===== config.mk =====
export PLATFORM = sky130hd
export DESIGN_NAME = ln_mean_unit
export DESIGN_NICKNAME = d
export VERILOG_FILES = /design/src/ln_pkg.sv /design/src/pipe_adder_tree.sv /design/src/ln_mean_unit.sv
export SDC_FILE = /design/constraint.sdc
export NUM_CORES = 2
export LEC_CHECK = 0
export BUFFER_PORTS_ARGS = -buffer_cell sky130_fd_sc_hd__buf_2
export CORE_MARGIN = 5
export CORE_UTILIZATION = 53
export DETAILED_ROUTE_END_ITERATION = 10
export PLACE_DENSITY_LB_ADDON = 0.2
export SETUP_SLACK_MARGIN = 0.02
export SLEW_MARGIN = 15
export SYNTH_ARGS = -nofsm -noshare
export SYNTH_HDL_FRONTEND = slang
export SYNTH_SLANG_ARGS = --single-unit

===== constraint.sdc =====
create_clock -name clk -period 6.2 [get_ports clk]
set_clock_uncertainty 0.1 [all_clocks]
set_input_delay 1.55 -clock clk [delete_from_list [all_inputs] [get_ports clk]]
set_output_delay 1.55 -clock clk [all_outputs]
set_load 0.01 [all_outputs]

===== src/ln_pkg.sv =====
// shared widths, latencies and types for the layer-norm pre-processing stage
// values are Q5.10 fixed point, one vector carries LANES lanes
`default_nettype none

package ln_pkg;

    // ====================
    // sizes
    // ====================
    localparam int LANES      = 16;
    // log2 of LANES, divides by the lane count
    localparam int LANE_SHIFT = 4;
    localparam int Q_W        = 16;
    localparam int FRAC_BITS  = 10;
    // square keeps bits 31..10 of a 32-bit product
    localparam int SQ_W       = 2 * Q_W - FRAC_BITS;

    // ====================
    // pipeline latencies
    // ====================
    localparam int TREE_LAT = LANE_SHIFT;
    // tree plus the difference register
    localparam int MEAN_LAT = TREE_LAT + 1;
    // square register plus tree
    localparam int VAR_LAT  = TREE_LAT + 1;

    // ====================
    // types
    // ====================
    typedef logic signed [Q_W-1:0] q5_10_t;
    typedef logic [SQ_W-1:0]       sq_t;

    // lane 0 in the low bits
    typedef q5_10_t [LANES-1:0] ln_vec_t;

    typedef struct packed {
        ln_vec_t diff;
        q5_10_t  mean;
        q5_10_t  variance;
    } ln_stats_t;

    // one lsb of Q5.10
    localparam q5_10_t EPSILON = q5_10_t'(1);

endpackage

`default_nettype wire


===== src/pipe_adder_tree.sv =====
// registered pairwise adder tree over LANES words, one level per cycle
// sum and out_valid trail in_valid by TREE_LAT clocks, no stall
`default_nettype none
`timescale 1ns/1ps

module pipe_adder_tree #(
    parameter int IN_W      = 16,
    parameter bit is_signed = 1'b1
) (
    input  logic                                clk,
    input  logic                                rst_n,
    input  logic                                in_valid,
    input  logic [ln_pkg::LANES-1:0][IN_W-1:0]  in_lanes,
    output logic                                out_valid,
    output logic [IN_W+ln_pkg::LANE_SHIFT-1:0]  sum
);
    import ln_pkg::*;

    localparam int SUM_W = IN_W + LANE_SHIFT;

    // heap order: node 1 is the root, node i adds nodes 2i and 2i+1
    // nodes LANES/2 .. LANES-1 form the first level
    logic [SUM_W-1:0]    node [1:LANES-1];
    logic [TREE_LAT-1:0] vld_q;

    function automatic logic [SUM_W-1:0] extend(input logic [IN_W-1:0] v);
        if (is_signed) begin
            extend = {{LANE_SHIFT{v[IN_W-1]}}, v};
        end else begin
            extend = {{LANE_SHIFT{1'b0}}, v};
        end
    endfunction

    // valid travels one level per clock
    always_ff @(posedge clk or negedge rst_n) begin
        if (!rst_n) begin
            vld_q <= '0;
        end else begin
            vld_q <= {vld_q[TREE_LAT-2:0], in_valid};
        end
    end

    // ====================
    // adder levels
    // ====================
    always_ff @(posedge clk) begin
        // first level straight from the input lanes
        if (in_valid) begin
            for (int k = 0; k < LANES / 2; k++) begin
                node[LANES/2 + k] <= extend(in_lanes[2*k]) + extend(in_lanes[2*k+1]);
            end
        end
        // each further level loads behind the valid of the one below it
        for (int l = 2; l <= LANE_SHIFT; l++) begin
            if (vld_q[l-2]) begin
                for (int k = 0; k < (LANES >> l); k++) begin
                    node[(LANES >> l) + k] <= node[2*((LANES >> l) + k)]
                                            + node[2*((LANES >> l) + k) + 1];
                end
            end
        end
    end

    assign sum       = node[1];
    assign out_valid = vld_q[TREE_LAT-1];

endmodule

`default_nettype wire


===== src/ln_mean_unit.sv =====
// mean of each input vector and the per-lane differences from it
// results and diff_valid come MEAN_LAT clocks after in_valid
`default_nettype none
`timescale 1ns/1ps

module ln_mean_unit (
    input  logic            clk,
    input  logic            rst_n,
    input  logic            in_valid,
    input  ln_pkg::ln_vec_t in_vec,
    output logic            diff_valid,
    output ln_pkg::ln_vec_t diff_vec,
    output ln_pkg::q5_10_t  mean
);
    import ln_pkg::*;

    logic                             sum_valid;
    logic signed [Q_W+LANE_SHIFT-1:0] sum;
    ln_vec_t                          lane_d [TREE_LAT];
    q5_10_t                           mean_c;

    pipe_adder_tree #(
        .IN_W      (Q_W),
        .is_signed (1'b1)
    ) u_sum_tree (
        .clk       (clk),
        .rst_n     (rst_n),
        .in_valid  (in_valid),
        .in_lanes  (in_vec),
        .out_valid (sum_valid),
        .sum       (sum)
    );

    // input lanes wait here until their sum leaves the tree
    always_ff @(posedge clk) begin
        lane_d[0] <= in_vec;
        for (int i = 1; i < TREE_LAT; i++) begin
            lane_d[i] <= lane_d[i-1];
        end
    end

    // divide by LANES, rounds toward minus infinity
    assign mean_c = q5_10_t'(sum >>> LANE_SHIFT);

    always_ff @(posedge clk or negedge rst_n) begin
        if (!rst_n) begin
            diff_valid <= 1'b0;
        end else begin
            diff_valid <= sum_valid;
        end
    end

    // differences wrap at 16 bits
    always_ff @(posedge clk) begin
        if (sum_valid) begin
            mean <= mean_c;
            for (int i = 0; i < LANES; i++) begin
                diff_vec[i] <= lane_d[TREE_LAT-1][i] - mean_c;
            end
        end
    end

endmodule

`default_nettype wire


-- Word level (Yosys, flattened, before mapping)
Memory sizes are Yosys's and may differ from the RTL's.
Cells that the tools add are included.
- mux-type cells: 24
- $add $sub $neg: 31
- equality and inequality tests: 0
- shift-type cells: 0
- reduce and logical (&&, ||, !) cells: 0
- multipliers: 0
- bitwise logic cells: 0
- div/mod/pow operators: 0
- magnitude comparators: 0
- operators with widths (cell ; count):
    $mux W20 ; 16
    $add A20 B20 Y20 ; 15
    $sub A16 B16 Y16 ; 16
    $mux W1 ; 8
- output and inout bits: 273
- latch bits: 0
- input port bits: 259
- RAM bits: 1324
- memories kept: 2
- bits in read-only memories: 0
- register bits: 277
- memories (name ; depth ; bits a word ; read ports ; clocked after memory_dff ; write ports ; line ; source):
    lane_d ; 4 ; 256 ; 4 ; 0 ; 4 ; ln_mean_unit.sv:19 ; ln_vec_t lane_d [TREE_LAT];
    u_sum_tree.node ; 15 ; 20 ; 15 ; 0 ; 15 ; pipe_adder_tree.sv:23 ; logic [SUM_W-1:0] node [1:LANES-1];

-- Logic depth before layout (Yosys ltp)
- depth in word-level cells: 2
- mapped depth: 11
- gate-level depth less buffers: 11

-- Cells and area by module
A second synthesis with hierarchy kept.
- cells, all modules: 4743
- area total of the unflattened synthesis: 60792.1 µm²
- modules (own cells, without submodules) (module ; instances ; cells each ; area an instance (µm²) ; sequential area each (µm²)):
    ln_mean_unit ; 1 ; 2920 ; 40348.7 ; 28692.5
    pipe_adder_tree ; 1 ; 1823 ; 20443.4 ; 9108.7

-- Worst setup path before layout
No wires, ideal clock.
- path kind: register to register
- start point: register u_sum_tree.vld_q[3]
- end point: register diff_valid
- path buffers: 0
- required time: 5.374 ns
- stages on the path, launching flop included: 1
- data arrival time: 5.820 ns
- path slack: -0.445 ns
- library setup time: 0.726 ns
- path through: dfrtp_1
- RTL lines (item ; line ; source):
    start: declaration ; pipe_adder_tree.sv:24 ; logic [TREE_LAT-1:0] vld_q;
    start signal: assignment ; pipe_adder_tree.sv:39 ; vld_q <= {vld_q[TREE_LAT-2:0], in_valid};
    end signal: assignment ; ln_mean_unit.sv:49 ; diff_valid <= sum_valid;
    end: declaration ; ln_mean_unit.sv:11 ; output logic diff_valid,
No word-level cell between the ends.

==> flow_summary_export.csv <==
group,metric,value,unit
synthesis,synth-seq-cells,1597,
layout,multi_input_area,21100,um^2
layout,fillCellCount,8812,
grt,met1_usage,30.8,%
grt,grt_pass1_wl,210,mm
timing,whs,0.213,ns
clock_tree,htreeDepth,4,
worst_setup_path,r2r-start,"u_sum_tree.node[0][25]",
clock_tree,cts_tree,"yes",
worst_setup_path,cp_slowest_stage_delay,0.69,ns
timing,fmax,260,MHz
die,dieArea,119000,um^2
synthesis,synth_ff_type,"dfxtp_1",
synthesis,synth.top_cell.area_share,34.4,%
worst_setup_path,crit_required,6.58,ns
timing,worst_pin_slew,1.15,ns
power,power.density,529,nW/um^2
timing,grt_setup_unrepaired,"false",
die,rows,123,
worst_setup_path,endpoint,"diff_vec[255]",
route,drt_iter0_drc,2389,
worst_setup_path,worstPathArrival,4.22,ns
timing,final_max_slew_viol_count,0,
worst_hold_path,hold_depth,0,
synthesis,synth.distinct_cells,72,
die,coreArea,112000,um^2
timing,finalHoldViolCount,0,
synthesis,synth_nets,5364,
layout,layout_common_cells,"dfxtp_1, edfxtp_1, buf_2",
layout,ff_latch_area,37700,um^2
timing,fin_crit,3.85,ns
clock_tree,hold_buffers,0,
grt,use_met2,37.9,%
worst_setup_path,crit_fanout,10,
worst_setup_path,rrSetupSlack,2.35,ns
worst_setup_path,cp-end-kind,"register",
flow_run,cap_violations,0,
worst_setup_path,crit_type,"register to register",
die,die_x,345,um
die,start_util,53.1,%
grt,use_met3,3.94,%
grt,busiest_layer,"met2",
worst_setup_path,reg2regPathDepth,11,
route,drc,0,
clock_tree,cts_buffers,157,
timing,setup_tns,0,ns
grt,grt_max_degree,167,
die,die_h,345,um
timing,setup_viol,0,
worst_setup_path,cp-startpoint,"u_sum_tree.node[0][25]",
route,ant_nets,0,
layout,fin_nets,6078,
synthesis,synthArstFlopShare,0.313,%
layout,final_area,69600,um^2
worst_setup_path,cp_slowest_cell,"inv_1",
clock_tree,clkSinkCount,1597,
placement,portBuffers,531,
synthesis,yosys_warnings,0,
clock_tree,cts_root_buffer,"clkbuf_16",
clock_tree,postCtsSetupRepairBufs,0,
worst_hold_path,hp-class,"register to register",
clock_tree,clkTransAtPathRegs,0.06,ns
route,dr.pass1.iters,7,
worst_setup_path,critPathLaunchType,"register",
route,avgRoutedWirePerCell,20.2,um
synthesis,synth_area_leaders,"dfxtp_1, edfxtp_1, ha_1",
worst_hold_path,worstHoldStart,"lane_d[1][30]",
synthesis,avgSynthCellArea,13.0,um^2
grt,grt_antenna_before_repair,31,
grt,grt_use_total,23.1,%
synthesis,synthCells,4575,
timing,min_period_over_period,62.1,%
layout,drive_gt1_share,15.6,%
placement,placed_cell_area,64300,um^2
die,num_io_pins,532,
power,ir_drop,0.000331,V
worst_setup_path,cp_cell_sequence,"inv_1 -> buf_4 -> ha_1 -> nor2b_1 -> o21a_1 -> o21ai_0 -> a21oi_1 -> a31oi_1 -> o31ai_1 -> a21oi_1 -> xnor2_1",
placement,dp_hpwl,104,mm
synthesis,yosysTopAreaCell,"dfxtp_1",
synthesis,synth_edf_count,568,
route,dr_total_vias,36400,
status,status,"finished, final reports clean",
synthesis,ys_seq_area_share,63.3,%
power,p_leak,0.0300,uW
placement,place_congestion,0.926,
worst_setup_path,reg2reg_to,"diff_vec[255]",
timing,slew-limit-headroom,23.5,%
grt,grt_pass1_vias,35800,
clock_tree,cts_resized,0,
clock_tree,clockBufferDepth,3,
worst_setup_path,cp_num_buf_inv,2,
clock_tree,clock_latency,0.76,ns
worst_setup_path,cp.depth,11,
layout,layout_commonest_cell,"dfxtp_1",
worst_setup_path,critPathTopFamily,"compound AO/OA/AOI/OAI gates",
worst_setup_path,crit_top_cell,"a21oi_1",
synthesis,syn-cell-area,59500,um^2
layout,area_growth,17.0,%
grt,grt_overflow,0,
route,vias_per_cell,5.25,
route,wl,140,mm
final cells by class:
class / instances / share of cell area (%)
sequential: 1597 / 54.1
multi-input combinational: 2794 / 30.4
clock buffer: 221 / 6.65
timing repair buffer: 558 / 4.15
tap: 1500 / 2.70
clock inverter: 74 / 0.979
inverter: 181 / 0.976
antenna: 15 / 0.0539
power by group:
group | total (uW) | internal (uW) | switching, uW
sequential | 14400 | 13600 | 759
clock | 9530 | 5530 | 4000
combinational | 12900 | 5300 | 7640
synth_stat cells (4+ instances only):
library cell  count
inv_1           181
dfrtp_1           5
nor2b_1          64
a31o_2           13
and4_1            4
o21ai_0         174
nand2_1         165
a21boi_0          9
fa_1             30
o21a_1           74
nor3b_1          10
a221o_1           8
a311oi_1          4
and2_1           16
o311a_1           5
xor2_1          112
o311ai_0          7
a21oi_1         326
or2_2             6
and3b_1           9
ha_1            500
nor2_1          268
or3_1            16
o31a_1            9
xnor2_1         314
nor4_1           11
nand4b_1         10
a211oi_1         29
a41o_1            4
nand2b_1         57
and3_1           20
nor3_1           71
o31ai_1          34
o211ai_1         21
nand4_1          15
a31oi_1          28
a21o_1          189
a22o_1            5
a221oi_1         14
nand3_1          51
edfxtp_1        568
dfxtp_1        1024
a2111oi_0         4
o21bai_1         53
worst min-delay path by stage:
stage / to / slack (ns)
6_report: lane_d[2][30] / 0.21
5_1_grt: lane_d[3][58] / 0.22
4_1_cts: lane_d[2][30] / 0.21
3_5_place_dp: lane_d[1][110] / 0.21
3_3_place_gp: lane_d[3][78] / 0.21
2_1_floorplan: lane_d[1][0] / 0.21
kinds of logic (layout without fill, tap and decap cells):
kind of cell / count (synthesis) / count (layout) / share of synthesized area, %
mux: 2 / 2 / 0.0336
compound gates: 1037 / 1037 / 11.2
flops: 1597 / 1597 / 63.3
xor+xnor: 426 / 426 / 6.27
buf+inv: 184 / 1034 / 1.17
simple gates: 799 / 799 / 6.46
other cells: 0 / 15 / 0
fa+ha+maj: 530 / 530 / 11.5
per-layer routing:
metal	vias to the layer above	wire length, um
met2	1014	65900
met5	-	0
met1	17200	61800
met3	259	7560
met4	0	5050
li1	18000	-
state kept, by name, indices dropped and copies added, names as in the netlist:
signal	flops
lane_d	1024
mean	16
u_sum_tree.node	296
diff_vec	256
u_sum_tree.vld_q	4
diff_valid	1
per-stage QoR:
| stage | worst slack [ns] | utilization, % | cells | power (uW) |
|---|---|---|---|---|
| 6_report | 2.35 | 62.1 | 6940 | 36900 |
| 5_1_grt | 2.09 | 62.1 | 6938 | 39100 |
| 4_1_cts | 2.31 | 62.1 | 6925 | 37200 |
| 3_5_place_dp | 1.76 | 57.4 | 6630 | 27500 |
| 3_3_place_gp | 1.80 | 57.4 | 6630 | 27300 |
| 2_1_floorplan | 2.24 | - | 4575 | 23100 |
Power figures use the tool's default switching activity.
